$ cat config.mk
export PLATFORM = sky130hd
export DESIGN_NAME = motion_top
export DESIGN_NICKNAME = d
export VERILOG_FILES = /design/src/source/motion_pkg.sv /design/src/source/move_queue.sv /design/src/source/step_generator.sv /design/src/source/endstop_homing.sv /design/src/source/stepper_cmd.sv /design/src/source/motion_top.sv
export SDC_FILE = /design/constraint.sdc
export NUM_CORES = 2
export LEC_CHECK = 0
export ABC_AREA = 1
export BUFFER_PORTS_ARGS = -buffer_cell sky130_fd_sc_hd__buf_2
export CORE_MARGIN = 2
export CORE_UTILIZATION = 45
export DETAILED_ROUTE_END_ITERATION = 12
export HOLD_SLACK_MARGIN = 0.03
export PLACE_DENSITY = 0.59
export SKIP_CTS_REPAIR_TIMING = 1
export SLEW_MARGIN = 10
export SYNTH_ARGS = -nofsm -noshare
export SYNTH_HDL_FRONTEND = slang
export SYNTH_SLANG_ARGS = --single-unit
export TNS_END_PERCENT = 5
$ cat constraint.sdc
create_clock -name clk -period 12.37 [get_ports clk]
set_input_delay 1.8555 -clock clk [delete_from_list [all_inputs] [get_ports clk]]
set_output_delay 1.8555 -clock clk [all_outputs]
set_load 0.02 [all_outputs]
$ cat src/source/motion_pkg.sv
`default_nettype none

package motion_pkg;

	localparam int n_stepdir = 2; // stepper channels.
	localparam int n_endstop = 2; // endstop channels.
	localparam int move_depth = 8; // moves per queue, a power of two.
	localparam int move_ptr_w = $clog2(move_depth);
	localparam int chan_w = $clog2(n_stepdir > n_endstop ? n_stepdir : n_endstop);

	typedef logic [31:0] time_t;
	typedef logic [31:0] interval_t;
	typedef logic [31:0] count_t;
	typedef logic signed [31:0] add_t;
	typedef logic signed [31:0] position_t;
	typedef logic [31:0] word_t;
	typedef logic [7:0] cmd_t;
	typedef logic [chan_w-1:0] chan_t;
	typedef logic [23:0] sample_t;
	// packed as {dir, interval, count, add}.
	typedef logic [$bits(interval_t)+$bits(count_t)+$bits(add_t):0] move_t;

	localparam cmd_t cmd_config_stepper = 8'h10;
	localparam cmd_t cmd_queue_step = 8'h11;
	localparam cmd_t cmd_set_next_step_dir = 8'h12;
	localparam cmd_t cmd_reset_step_clock = 8'h13;
	localparam cmd_t cmd_stepper_get_pos = 8'h14;
	localparam cmd_t cmd_endstop_set_stepper = 8'h15;
	localparam cmd_t cmd_endstop_query = 8'h16;
	localparam cmd_t cmd_endstop_home = 8'h17;

	localparam word_t rsp_stepper_get_pos = 32'h0000_0030;
	localparam word_t rsp_endstop_state = 32'h0000_0031;

	typedef enum logic [4:0] {
		cs_idle, cs_config, cs_queue_interval, cs_queue_count, cs_queue_add,
		cs_set_dir, cs_reset_clock, cs_get_pos, cs_get_pos_rsp, cs_set_stepper,
		cs_query_homing, cs_query_pin, cs_query_rsp,
		cs_home_time, cs_home_samples, cs_home_pin, cs_wait_grant
	} cmd_state_e;

	typedef enum logic [1:0] {
		hs_idle, hs_wait_clock, hs_rest, hs_sample
	} homing_state_e;

endpackage

`default_nettype wire

$ cat src/source/move_queue.sv
`timescale 1ns/100ps
`default_nettype none

module move_queue (
	input wire clk,
	input wire rst,
	input wire wr,
	input wire motion_pkg::move_t wr_data,
	input wire pop,
	input wire flush,
	output motion_pkg::move_t rd_data,
	output logic not_empty
);

	motion_pkg::move_t mem [motion_pkg::move_depth];
	logic [motion_pkg::move_ptr_w-1:0] wr_ptr;
	logic [motion_pkg::move_ptr_w-1:0] rd_ptr;
	logic [motion_pkg::move_ptr_w:0] used; // occupancy, one bit wider than the pointers.
	logic full;
	logic do_wr;
	logic do_rd;

	assign full = used[motion_pkg::move_ptr_w]; // set only at move_depth.
	assign not_empty = used != '0;
	assign do_wr = wr && !full; // a write into a full queue is lost.
	assign do_rd = pop && not_empty;
	assign rd_data = mem[rd_ptr];

	always_ff @(posedge clk) begin
		if (rst || flush) begin
			wr_ptr <= '0;
			rd_ptr <= '0;
			used <= '0;
		end else begin
			if (do_wr)
				wr_ptr <= wr_ptr + 1'b1;
			if (do_rd)
				rd_ptr <= rd_ptr + 1'b1;
			case ({do_wr, do_rd})
				2'b10: used <= used + 1'b1;
				2'b01: used <= used - 1'b1;
				default: ; // both or neither leaves the count.
			endcase
		end
	end

	always_ff @(posedge clk) begin
		if (do_wr)
			mem[wr_ptr] <= wr_data;
	end

endmodule

`default_nettype wire

$ cat src/source/step_generator.sv
`timescale 1ns/100ps
`default_nettype none

module step_generator (
	input wire clk,
	input wire rst,
	input wire motion_pkg::time_t systime,
	input wire motion_pkg::move_t move,
	input wire not_empty,
	output logic pop,
	input wire stop,
	input wire dedge,
	input wire clock_load,
	input wire motion_pkg::time_t clock_value,
	output logic step,
	output logic dir,
	output motion_pkg::position_t position
);

	logic active;
	logic fire;
	motion_pkg::time_t last_time;
	motion_pkg::time_t target;
	motion_pkg::interval_t interval;
	motion_pkg::count_t count;
	motion_pkg::add_t add;

	// the next step falls one interval after the previous one.
	assign target = last_time + interval;
	assign fire = active && (systime == target);
	assign pop = !active && not_empty && !stop;

	always_ff @(posedge clk) begin
		if (rst) begin
			active <= 1'b0;
			step <= 1'b0;
			dir <= 1'b0;
			position <= '0;
		end else if (stop) begin
			active <= 1'b0; // position is kept.
			step <= 1'b0;
		end else begin
			if (pop) begin
				active <= move[63:32] != '0; // zero count, nothing to do.
				dir <= move[96];
			end
			if (fire) begin
				step <= dedge ? !step : 1'b1;
				if (dir)
					position <= position + 32'sd1;
				else
					position <= position - 32'sd1;
				if (count == 32'd1)
					active <= 1'b0; // last step of this move.
			end else if (!dedge) begin
				step <= 1'b0; // pulse mode, high for one cycle.
			end
		end
	end

	// step clock reference.
	always_ff @(posedge clk) begin
		if (rst)
			last_time <= '0;
		else if (clock_load)
			last_time <= clock_value;
		else if (fire)
			last_time <= target;
	end

	always_ff @(posedge clk) begin
		if (pop) begin
			interval <= move[95:64];
			count <= move[63:32];
			add <= move[31:0];
		end else if (fire) begin
			interval <= interval + motion_pkg::interval_t'(add); // add may be negative.
			count <= count - 1'b1;
		end
	end

endmodule

`default_nettype wire

$ cat src/source/endstop_homing.sv
`timescale 1ns/100ps
`default_nettype none

module endstop_homing (
	input wire clk,
	input wire rst,
	input wire motion_pkg::time_t systime,
	input wire pin,
	input wire arm,
	input wire motion_pkg::time_t arm_time,
	input wire motion_pkg::sample_t arm_samples,
	input wire arm_pin,
	output logic homing,
	output logic triggered
);

	motion_pkg::homing_state_e state;
	motion_pkg::time_t start_time;
	motion_pkg::sample_t samples;
	motion_pkg::sample_t remaining;
	logic want_pin;

	assign homing = state != motion_pkg::hs_idle;

	always_ff @(posedge clk) begin
		if (arm) begin
			start_time <= arm_time;
			samples <= arm_samples;
			want_pin <= arm_pin;
		end
	end

	always_ff @(posedge clk) begin
		if (rst) begin
			state <= motion_pkg::hs_idle;
			triggered <= 1'b0;
		end else begin
			triggered <= 1'b0;
			if (arm) begin
				// zero samples cancels homing.
				if (arm_samples == '0)
					state <= motion_pkg::hs_idle;
				else
					state <= motion_pkg::hs_wait_clock;
			end else begin
				case (state)
					motion_pkg::hs_wait_clock:
						if (systime == start_time)
							state <= motion_pkg::hs_rest;
					motion_pkg::hs_rest:
						if (pin == want_pin) begin
							state <= motion_pkg::hs_sample;
							remaining <= samples;
						end
					motion_pkg::hs_sample:
						if (pin != want_pin) begin
							state <= motion_pkg::hs_rest; // bounce, start over.
						end else if (remaining == 24'd1) begin
							state <= motion_pkg::hs_idle;
							triggered <= 1'b1;
						end else begin
							remaining <= remaining - 1'b1;
						end
					default: ;
				endcase
			end
		end
	end

endmodule

`default_nettype wire

$ cat src/source/stepper_cmd.sv
`timescale 1ns/100ps
`default_nettype none

module stepper_cmd (
	input wire clk,
	input wire rst,
	input wire motion_pkg::cmd_t cmd,
	input wire cmd_ready,
	input wire motion_pkg::word_t arg_data,
	output logic cmd_done,
	output motion_pkg::word_t param_data,
	output logic param_write,
	output logic invol_req,
	input wire invol_grant,
	input wire [motion_pkg::n_endstop-1:0] endstop,
	input wire shutdown,
	output logic [motion_pkg::n_stepdir-1:0] move_wr,
	output motion_pkg::move_t move_word,
	output logic [motion_pkg::n_stepdir-1:0] dedge,
	output logic [motion_pkg::n_stepdir-1:0] clock_load,
	output motion_pkg::time_t clock_value,
	input wire motion_pkg::position_t position [motion_pkg::n_stepdir],
	output logic [motion_pkg::n_endstop-1:0] arm,
	output motion_pkg::time_t arm_time,
	output motion_pkg::sample_t arm_samples,
	output logic arm_pin,
	input wire [motion_pkg::n_endstop-1:0] homing,
	input wire [motion_pkg::n_endstop-1:0] triggered,
	output logic [motion_pkg::n_stepdir-1:0] stop
);

	motion_pkg::cmd_state_e state;
	motion_pkg::chan_t channel;
	motion_pkg::chan_t report_chan;
	logic [motion_pkg::n_stepdir-1:0] next_dir;
	logic [motion_pkg::n_stepdir-1:0] link [motion_pkg::n_endstop]; // steppers per endstop.
	logic [motion_pkg::n_endstop-1:0] pending; // reports waiting for a grant.
	motion_pkg::interval_t q_interval;
	motion_pkg::count_t q_count;
	motion_pkg::add_t q_add;

	assign move_word = {next_dir[channel], q_interval, q_count, q_add};

	// lowest pending endstop wins.
	always_comb begin
		report_chan = '0;
		for (int i = motion_pkg::n_endstop - 1; i >= 0; i--)
			if (pending[i])
				report_chan = motion_pkg::chan_t'(i);
	end

	always_comb begin
		stop = {motion_pkg::n_stepdir{shutdown}};
		for (int i = 0; i < motion_pkg::n_endstop; i++)
			if (triggered[i])
				stop = stop | link[i];
	end

	always_ff @(posedge clk) begin
		if (rst) begin
			state <= motion_pkg::cs_idle;
			channel <= '0;
			cmd_done <= 1'b0;
			param_write <= 1'b0;
			param_data <= '0;
			invol_req <= 1'b0;
			move_wr <= '0;
			clock_load <= '0;
			arm <= '0;
			dedge <= '0;
			next_dir <= '0;
			pending <= '0;
			for (int i = 0; i < motion_pkg::n_endstop; i++)
				link[i] <= '0;
		end else begin
			cmd_done <= 1'b0;
			move_wr <= '0;
			clock_load <= '0;
			arm <= '0;
			case (state)
				motion_pkg::cs_idle:
					if (cmd_ready) begin
						channel <= arg_data[motion_pkg::chan_w-1:0]; // first arg is always the channel.
						case (cmd)
							motion_pkg::cmd_config_stepper: state <= motion_pkg::cs_config;
							motion_pkg::cmd_queue_step: state <= motion_pkg::cs_queue_interval;
							motion_pkg::cmd_set_next_step_dir: state <= motion_pkg::cs_set_dir;
							motion_pkg::cmd_reset_step_clock: state <= motion_pkg::cs_reset_clock;
							motion_pkg::cmd_stepper_get_pos: state <= motion_pkg::cs_get_pos;
							motion_pkg::cmd_endstop_set_stepper: state <= motion_pkg::cs_set_stepper;
							motion_pkg::cmd_endstop_query: state <= motion_pkg::cs_query_homing;
							motion_pkg::cmd_endstop_home: state <= motion_pkg::cs_home_time;
							default: cmd_done <= 1'b1; // unknown code, just finish.
						endcase
					end else if (|pending) begin
						invol_req <= 1'b1;
						state <= motion_pkg::cs_wait_grant;
					end
				motion_pkg::cs_wait_grant:
					if (invol_grant) begin
						invol_req <= 1'b0;
						channel <= report_chan;
						pending[report_chan] <= 1'b0;
						state <= motion_pkg::cs_query_homing;
					end
				motion_pkg::cs_config: begin
					dedge[channel] <= arg_data[0];
					cmd_done <= 1'b1;
					state <= motion_pkg::cs_idle;
				end
				motion_pkg::cs_queue_interval: begin
					q_interval <= arg_data;
					state <= motion_pkg::cs_queue_count;
				end
				motion_pkg::cs_queue_count: begin
					q_count <= arg_data;
					state <= motion_pkg::cs_queue_add;
				end
				motion_pkg::cs_queue_add: begin
					q_add <= arg_data;
					move_wr[channel] <= 1'b1;
					cmd_done <= 1'b1;
					state <= motion_pkg::cs_idle;
				end
				motion_pkg::cs_set_dir: begin
					next_dir[channel] <= arg_data[0];
					cmd_done <= 1'b1;
					state <= motion_pkg::cs_idle;
				end
				motion_pkg::cs_reset_clock: begin
					clock_value <= arg_data;
					clock_load[channel] <= 1'b1;
					cmd_done <= 1'b1;
					state <= motion_pkg::cs_idle;
				end
				motion_pkg::cs_get_pos: begin
					param_data <= position[channel];
					param_write <= 1'b1;
					state <= motion_pkg::cs_get_pos_rsp;
				end
				motion_pkg::cs_get_pos_rsp: begin
					param_write <= 1'b0;
					param_data <= motion_pkg::rsp_stepper_get_pos;
					cmd_done <= 1'b1;
					state <= motion_pkg::cs_idle;
				end
				motion_pkg::cs_set_stepper: begin
					link[channel][arg_data[motion_pkg::chan_w-1:0]] <= 1'b1;
					cmd_done <= 1'b1;
					state <= motion_pkg::cs_idle;
				end
				// shared by the query command and the unsolicited report.
				motion_pkg::cs_query_homing: begin
					param_data <= motion_pkg::word_t'(homing[channel]);
					param_write <= 1'b1;
					state <= motion_pkg::cs_query_pin;
				end
				motion_pkg::cs_query_pin: begin
					param_data <= motion_pkg::word_t'(endstop[channel]); // live pin level.
					state <= motion_pkg::cs_query_rsp;
				end
				motion_pkg::cs_query_rsp: begin
					param_write <= 1'b0;
					param_data <= motion_pkg::rsp_endstop_state;
					cmd_done <= 1'b1;
					state <= motion_pkg::cs_idle;
				end
				motion_pkg::cs_home_time: begin
					arm_time <= arg_data;
					state <= motion_pkg::cs_home_samples;
				end
				motion_pkg::cs_home_samples: begin
					arm_samples <= arg_data[$bits(motion_pkg::sample_t)-1:0];
					state <= motion_pkg::cs_home_pin;
				end
				motion_pkg::cs_home_pin: begin
					arm_pin <= arg_data[0];
					arm[channel] <= 1'b1; // engine sees all three values with this strobe.
					cmd_done <= 1'b1;
					state <= motion_pkg::cs_idle;
				end
				default: state <= motion_pkg::cs_idle;
			endcase
			// a new trigger outranks the clear above.
			for (int i = 0; i < motion_pkg::n_endstop; i++)
				if (triggered[i])
					pending[i] <= 1'b1;
		end
	end

endmodule

`default_nettype wire

$ cat src/source/motion_top.sv
`timescale 1ns/100ps
`default_nettype none

module motion_top (
	input wire clk,
	input wire rst,
	input wire motion_pkg::time_t systime,
	input wire motion_pkg::cmd_t cmd,
	input wire cmd_ready,
	input wire motion_pkg::word_t arg_data,
	output logic cmd_done,
	output motion_pkg::word_t param_data,
	output logic param_write,
	output logic invol_req,
	input wire invol_grant,
	output logic [motion_pkg::n_stepdir-1:0] step,
	output logic [motion_pkg::n_stepdir-1:0] dir,
	input wire [motion_pkg::n_endstop-1:0] endstop,
	input wire shutdown
);

	logic [motion_pkg::n_stepdir-1:0] move_wr;
	motion_pkg::move_t move_word;
	logic [motion_pkg::n_stepdir-1:0] dedge;
	logic [motion_pkg::n_stepdir-1:0] clock_load;
	motion_pkg::time_t clock_value;
	motion_pkg::position_t position [motion_pkg::n_stepdir];
	logic [motion_pkg::n_stepdir-1:0] stop;
	motion_pkg::move_t q_data [motion_pkg::n_stepdir];
	logic [motion_pkg::n_stepdir-1:0] q_not_empty;
	logic [motion_pkg::n_stepdir-1:0] q_pop;
	logic [motion_pkg::n_endstop-1:0] arm;
	motion_pkg::time_t arm_time;
	motion_pkg::sample_t arm_samples;
	logic arm_pin;
	logic [motion_pkg::n_endstop-1:0] homing;
	logic [motion_pkg::n_endstop-1:0] triggered;

	stepper_cmd u_cmd (
		.clk(clk), .rst(rst),
		.cmd(cmd), .cmd_ready(cmd_ready), .arg_data(arg_data), .cmd_done(cmd_done),
		.param_data(param_data), .param_write(param_write),
		.invol_req(invol_req), .invol_grant(invol_grant),
		.endstop(endstop), .shutdown(shutdown),
		.move_wr(move_wr), .move_word(move_word), .dedge(dedge),
		.clock_load(clock_load), .clock_value(clock_value), .position(position),
		.arm(arm), .arm_time(arm_time), .arm_samples(arm_samples), .arm_pin(arm_pin),
		.homing(homing), .triggered(triggered), .stop(stop)
	);

	// one queue and generator per stepper; every queue sees the same move word.
	for (genvar g = 0; g < motion_pkg::n_stepdir; g++) begin : g_stepper
		move_queue u_queue (
			.clk(clk), .rst(rst),
			.wr(move_wr[g]), .wr_data(move_word),
			.pop(q_pop[g]), .flush(stop[g]),
			.rd_data(q_data[g]), .not_empty(q_not_empty[g])
		);

		step_generator u_gen (
			.clk(clk), .rst(rst), .systime(systime),
			.move(q_data[g]), .not_empty(q_not_empty[g]), .pop(q_pop[g]),
			.stop(stop[g]), .dedge(dedge[g]),
			.clock_load(clock_load[g]), .clock_value(clock_value),
			.step(step[g]), .dir(dir[g]), .position(position[g])
		);
	end

	for (genvar e = 0; e < motion_pkg::n_endstop; e++) begin : g_endstop
		endstop_homing u_homing (
			.clk(clk), .rst(rst), .systime(systime), .pin(endstop[e]),
			.arm(arm[e]), .arm_time(arm_time), .arm_samples(arm_samples), .arm_pin(arm_pin),
			.homing(homing[e]), .triggered(triggered[e])
		);
	end

endmodule

`default_nettype wire

After elaboration in Yosys (flattened, before gate mapping)
Memories as Yosys holds them, arrays and structs flattened. A register that Yosys moved wholly into a read port is not among the register bits.
Index checks and enable logic that the tools add are counted.
W data, S select, Z words.
{"block": "word_totals", "out_inout_bits": 39, "reg_bits": 752, "word_cells": 355, "memories": 3, "ramBits": 1556, "inputBits": 79}
{"block": "classes", "n_reduce_logical": 81, "add_sub_neg": 20, "magnitude_cmp": 7, "bitwise_logic": 15, "n_eq_ne": 66, "muxes": 109}
{"name": "g_stepper[0].u_queue.mem", "depth": 8, "word_bits": 97, "rd": 1, "rd_clocked_by_memory_dff": 1, "write_ports": 1, "line_no": "move_queue.sv:15", "text": "motion_pkg::move_t mem [motion_pkg::move_depth];"}
{"name": "g_stepper[1].u_queue.mem", "depth": 8, "word_bits": 97, "rd": 1, "rd_clocked_by_memory_dff": 1, "write_ports": 1, "line_no": "move_queue.sv:15"}
{"name": "u_cmd.link", "depth": 2, "word_bits": 2, "rd": 2, "rd_clocked_by_memory_dff": 0, "write_ports": 2, "line_no": "stepper_cmd.sv:36", "text": "logic [motion_pkg::n_stepdir-1:0] link [motion_pkg::n_endstop];"}
{"op": "$mux W32", "n": 17}
{"op": "$pmux W32 S5", "n": 1}
{"op": "$mux W24", "n": 6}
{"op": "$add A32 B32 Y32", "n": 4}
{"op": "$eq A32 B32 Y1", "n": 4}
{"op": "$pmux W24 S2", "n": 2}
{"op": "$add A32 B2 Y32 const B", "n": 2}
{"op": "$eq A32 B1 Y1 const B", "n": 2}
{"op": "$eq A8 B5 Y1 const B", "n": 8}
{"op": "$reduce_bool A32 Y1", "n": 2}
{"op": "$sub A32 B1 Y32 const B", "n": 2}
{"op": "$sub A32 B2 Y32 const B", "n": 2}
{"op": "$eq A24 B1 Y1 const B", "n": 2}
{"op": "$sub A24 B1 Y24 const B", "n": 2}
{"op": "$pmux W5 S9", "n": 1}
{"op": "$mux W1", "n": 44}
{"op": "$eq A5 B4 Y1 const B", "n": 8}
{"op": "$pmux W5 S8", "n": 1}
{"op": "$mux W2", "n": 17}
{"op": "$reduce_bool A2 Y1", "n": 16}
{"op": "$reduce_and A2 Y1", "n": 13}
{"op": "$logic_not A24 Y1", "n": 1}
{"op": "$eq A5 B3 Y1 const B", "n": 4}
{"op": "$reduce_or A2 Y1", "n": 9}
{"op": "other kinds (41)", "n": 128}

Logic depth before layout (Yosys ltp)
{"block": "logic_depth", "word_depth": 11, "mapped_depth": 23, "mapped_depth_nobuf": 23}

By module
A second synthesis with hierarchy kept.
{"block": "hier_totals", "cells_unflattened": 10360, "hier_area_um2": 106647.3}
{"module": "move_queue (g_stepper[0].u_queue)", "area_each_um2": 30775.8, "seq_area_each_um2": 23562.6, "n_inst": 1, "cells_each": 2273}
{"module": "move_queue (g_stepper[1].u_queue)", "area_each_um2": 30769.5, "seq_area_each_um2": 23562.6, "n_inst": 1, "cells_each": 2273}
{"module": "step_generator (g_stepper[0].u_gen)", "area_each_um2": 14391.3, "seq_area_each_um2": 4224.1, "n_inst": 1, "cells_each": 2224}
{"module": "step_generator (g_stepper[1].u_gen)", "area_each_um2": 14078.5, "seq_area_each_um2": 4224.1, "n_inst": 1, "cells_each": 2194}
{"module": "stepper_cmd", "area_each_um2": 8602.0, "seq_area_each_um2": 6696.4, "n_inst": 1, "cells_each": 656}
{"module": "endstop_homing", "area_each_um2": 4015.1, "seq_area_each_um2": 2492.4, "n_inst": 2, "cells_each": 370}

Least setup slack after synthesis
OpenSTA, ideal clock, no wires.
{"block": "synth_path", "path_type": "register to register", "start": "reg g_stepper[1].u_queue.used[3] in the netlist's numbering", "end": "mem g_stepper[1].u_queue.mem[0][0] in the netlist's numbering (enable)", "stages_incl_launch_ff": 5, "arrival_time_ps": 4838, "path_slack_ps": 6979, "required_ps": 11817, "synth_period_minus_slack_ps": 5391, "n_path_buf": 0, "path_cell_list": "dfxtp_1 > inv_1 > nand2_1 > or2_2 > nor2_1"}
{"block": "synth_via", "elab_chain_len": 4}
{"item": "start, declared", "line_no": "move_queue.sv:18", "text": "logic [motion_pkg::move_ptr_w:0] used;"}
{"item": "start signal, assigned", "line_no": "move_queue.sv:40", "text": "2'b10: used <= used + 1'b1;"}
{"item": "start signal, assigned", "line_no": "move_queue.sv:41", "text": "2'b01: used <= used - 1'b1;"}
{"item": "$logic_not A1 Y1", "line_no": "move_queue.sv:25", "text": "assign do_wr = wr && !full;"}
{"item": "$logic_and A1 B1 Y1", "line_no": "move_queue.sv:25"}
{"item": "$mux W1", "line_no": "move_queue.sv:48", "text": "if (do_wr)"}
{"item": "$mux W1 (implied by the code)", "line_no": "move_queue.sv:49", "text": "mem[wr_ptr] <= wr_data;"}
{"item": "end, declared", "line_no": "move_queue.sv:15"}
Every way passes these cells.

Final worst setup path
{"block": "layout_path", "start": "reg g_stepper[1].u_gen.interval[9]", "end": "reg g_stepper[1].u_gen.interval[15] (enable)"}
{"block": "layout_via", "elab_chain_len": 4}
{"item": "start, declared", "line_no": "step_generator.sv:24", "text": "motion_pkg::interval_t interval;"}
{"item": "start signal, assigned", "line_no": "step_generator.sv:73", "text": "interval <= move[95:64];"}
{"item": "start signal, assigned", "line_no": "step_generator.sv:77", "text": "interval <= interval + motion_pkg::interval_t'(add);"}
{"item": "$add A32 B32 Y32", "line_no": "step_generator.sv:29", "text": "assign target = last_time + interval;"}
{"item": "$eq A32 B32 Y1", "line_no": "step_generator.sv:30", "text": "assign fire = active && (systime == target);"}
{"item": "$logic_and A1 B1 Y1", "line_no": "step_generator.sv:30"}
{"item": "$reduce_bool A2 Y1 (no line)"}
Every way passes these cells.
A chain may end at the register's enable or synchronous reset.

==> reports/qor.yml <==
critical_path:
  startpoint: "g_stepper[1].u_gen.interval[9]$_DFFE_PP_"
  r2r_cells: 14
  cp_max_fo: 64
  worst_path_most_repeated_cell: "nor2_1"
  cpPeakStageDelay_ns: 1.06
  worst_path_max_delay_cell: "nand2_4"
  path_buf_inv: 0
  cp.depth: 14
  critPathLaunchType: "register"
  cp_cell_sequence: "ha_1, nand2_1, nor2_1, nand3_1, nand3_1, xor2_1, nor2_1, nor2_1, nand2_1, nor2_1, nand3_1, nor2_2, nand2_2, nand2_4"
  critPathArrivalTime_ns: 5.32
  timing_worst_setup_path_type: "register to register"
  endpoint_kind: "register"
  cp.required_ns: 12.86
  critPathTopFamily: "simple AND/OR/NAND/NOR gates"
  rr_startpoint: "g_stepper[1].u_gen.interval[9]$_DFFE_PP_"
pwr:
  combPwrFrac_pct: 1.2
  p_sw_mw: 3.27
  clockPowerShare_pct: 45.4
  p_per_area_nw_per_um2: 137
  p_seq_share_pct: 53.4
  p_leak_nw: 41.9
  irDropWorstVdd_uv: 167
  swShare_pct: 20.8
  p_int_mw: 12.5
timing:
  finalClockSkew_ns: 0.0853
  relSlewSlack_pct: 17.1
  rsz0062_at_grt: "no"
  timing.final.hold_violations: 0
  fmax_ghz: 0.207
  drv_slew: 0
  fin_crit_sh_pct: 39.0
  period_needed_ns: 4.82
  setup_tns_ns: 0
  worst_slew_pin_slew_ns: 1.24
  setup_viol: 0
  setup_ws_ns: 7.55
floorplanning:
  die_h_um: 483
  rows: 175
  ios: 118
  core_area_um2: 228000
  dieArea_um2: 233000
  start_util_pct: 45.3
  die_w_um: 483
placement:
  numPlacedInstances: 12500
  gp_congestion: 0.977
  port_buffers: 117
  hpwl_um: 207000
  place_ws_ns: 6.95
  placed_cell_area_um2: 107000
logic_synthesis:
  synthesis.area_um2: 103000
  ys_ff_latch: 2314
  synth_area_leaders: "edfxtp_1 61%, nor2_1 5.7%, nand2_1 5.7%, o21ai_0 5.4%, dfxtp_1 4.3%"
  ys.flop_type: "edfxtp_1"
  yosys_warnings: 0
  synth_edf_count: 2091
  synth_top_area_share_pct: 60.9
  synth.distinct_cells: 60
  syn_inst: 9702
  avgSynthCellArea_um2: 10.6
  syn_nets: 9991
  yosysSeqAreaShare_pct: 65.2
  synthArstFlopShare_pct: 0
  synth_area_leader_cell: "edfxtp_1"
final_layout:
  area_growth_pct: 11.4
  stdcell_area_um2: 115000
  mostFrequentLayoutCells: "2091 x edfxtp_1, 1558 x nor2_1, 1552 x nand2_1"
  fillers: 20200
  drive_gt1_share_pct: 6.65
  final_common_cell: "edfxtp_1"
  fin_nets: 10000
  fin_cells: 13000
min_path:
  holdCritPathClass: "register to register"
  hold_start: "u_cmd.arm_time[26]$_DFFE_PP_"
  min_path_cells: 0
routing:
  drt_wl_total_um: 330000
  dr.pass1.iters: 6
  drtAntennaViolNets: 0
  drc: 0
  drt_iter0_drc: 8391
  dr_total_vias: 75200
  wl_per_cell_um: 25.4
  viasPerCell: 5.79
clocking:
  htreeDepth: 4
  clock-sinks: 2314
  cts_tree: "done"
  clock_insertion_delay_worst_skew_ns: 0.95
  clk_path_buf_depth: 3
  cts-root-buf: "clkbuf_16"
  clk_pin_slew_ns: 0.06
  cts_inserted_buffers: 235
global_route:
  antenna_found_initial: 29
  grt_max_degree: 162
  grt_pass1_vias: 70200
  grt_usage_pct: 27.9
  grt_overflow: 0
  grt_pass1_wl_um: 477000
run:
  drv_cap: 0
outcome:
  status: "finished, final reports clean"
## power by group through the flow
stage / Combinational, mW / Clock (mW) / Sequential, mW
floorplan: 0.0702 / 0 / 8.58
global placement: 0.191 / 0 / 8.58
detailed placement: 0.190 / 0 / 8.58
CTS: 0.191 / 7.26 / 8.41
global route: 0.202 / 7.57 / 8.41
finish: 0.195 / 7.15 / 8.41
## area by class of cell
class | instances | area [µm²] | share of cell area, %
diodes | 22 | 55.1 | 0.0479
clock buffers | 293 | 6150 | 5.35
clock inverters | 147 | 1640 | 1.42
inverters | 727 | 2770 | 2.41
multi-input cells | 6245 | 31700 | 27.6
flip-flops and latches | 2314 | 67300 | 58.6
well taps | 3009 | 3760 | 3.28
repair buffers | 225 | 1500 | 1.30
## flip-flops by register name (all words and copies together) (netlist names), 5 cells and up, named ones only
register and cells:
g_stepper.u_queue.mem 1552, g_stepper.u_gen.last_time 64, g_stepper.u_queue.rd_ptr 6, g_endstop.u_homing.remaining 48, g_stepper.u_queue.used 8, g_endstop.u_homing.start_time 64
u_cmd.q_count 32, g_stepper.u_gen.count 64, u_cmd.q_interval 32, u_cmd.arm_samples 24, g_stepper.u_gen.add 64, g_stepper.u_queue.wr_ptr 6
u_cmd.q_add 32, u_cmd.arm_time 32, u_cmd.clock_value 32, g_stepper.u_gen.position 64, u_cmd.state 5, g_stepper.u_gen.interval 64
g_endstop.u_homing.samples 48, u_cmd.param_data 32
## cells by family after synthesis
| family | after synthesis | synth area share, % |
|---|---|---|
| AOI/OAI and AO/OA | 2094 | 11.5 |
| xor gates and xnor gates | 204 | 1.83 |
| adders and majority gates | 210 | 2.61 |
| buffers and inverters | 1143 | 4.22 |
| DFF | 2314 | 65.2 |
| muxes | 5 | 0.0485 |
| and+or+nand+nor | 3732 | 14.6 |
## worst paths after layout
kind	to	slack, ns
setup / recovery	g_stepper[1].u_gen.interval[15]$_DFFE_PP_	7.55
hold / removal	g_endstop[0].u_homing.start_time[26]$_DFFE_PP_	0.44
setup reg to reg	g_stepper[1].u_gen.interval[15]$_DFFE_PP_	7.55
hold reg to reg	g_endstop[0].u_homing.start_time[26]$_DFFE_PP_	0.44
## routing by layer
layer	vias to the layer above	share of wire (%)	track usage, %
met1	37100	42	38.8
met3	519	8.7	4.43
met4	6	3.7	10.2
met2	3261	46	44.1
met5	-	0.011	0
li1	34300	-	-
## cells in the mapped netlist (all sizes together) (10+ instances only)
master / number
o22ai: 255
nor3: 75
nand4: 64
buf: 69
dfxtp: 223
o21bai: 54
nand3b: 19
nor4: 41
a31oi: 129
o211ai: 34
xnor2: 81
nor2: 1586
a311oi: 30
inv: 721
o221ai: 84
o31ai: 14
nand3: 345
clkbuf: 347
xor2: 116
o21ai: 1114
a21o: 19
edfxtp: 2091
or2: 17
ha: 202
nand2: 1562
a211oi: 10
a221oi: 11
a21oi: 315
## per-stage QoR
step	hold WS [ns]	utilization (%)	power, mW
floorplan	0.421	-	8.65
global placement	0.425	47.0	8.77
detailed placement	0.430	47.0	8.77
CTS	0.428	50.4	15.9
global route	0.449	50.4	16.2
finish	0.442	50.4	15.8
## worst register-to-register path, cell delays in order, from the launching register on
cell      delay [ns]
edfxtp_1        0.50
ha_1            0.46
nand2_1         0.12
nor2_1          0.24
nand3_1         0.11
nand3_1         0.17
xor2_1          0.35
nor2_1          0.08
nor2_1          0.21
nand2_1         0.08
nor2_1          0.10
nand3_1         0.11
nor2_2          0.22
nand2_2         0.51
nand2_4         1.08
Note: power is estimated with default switching activity, not from simulation.
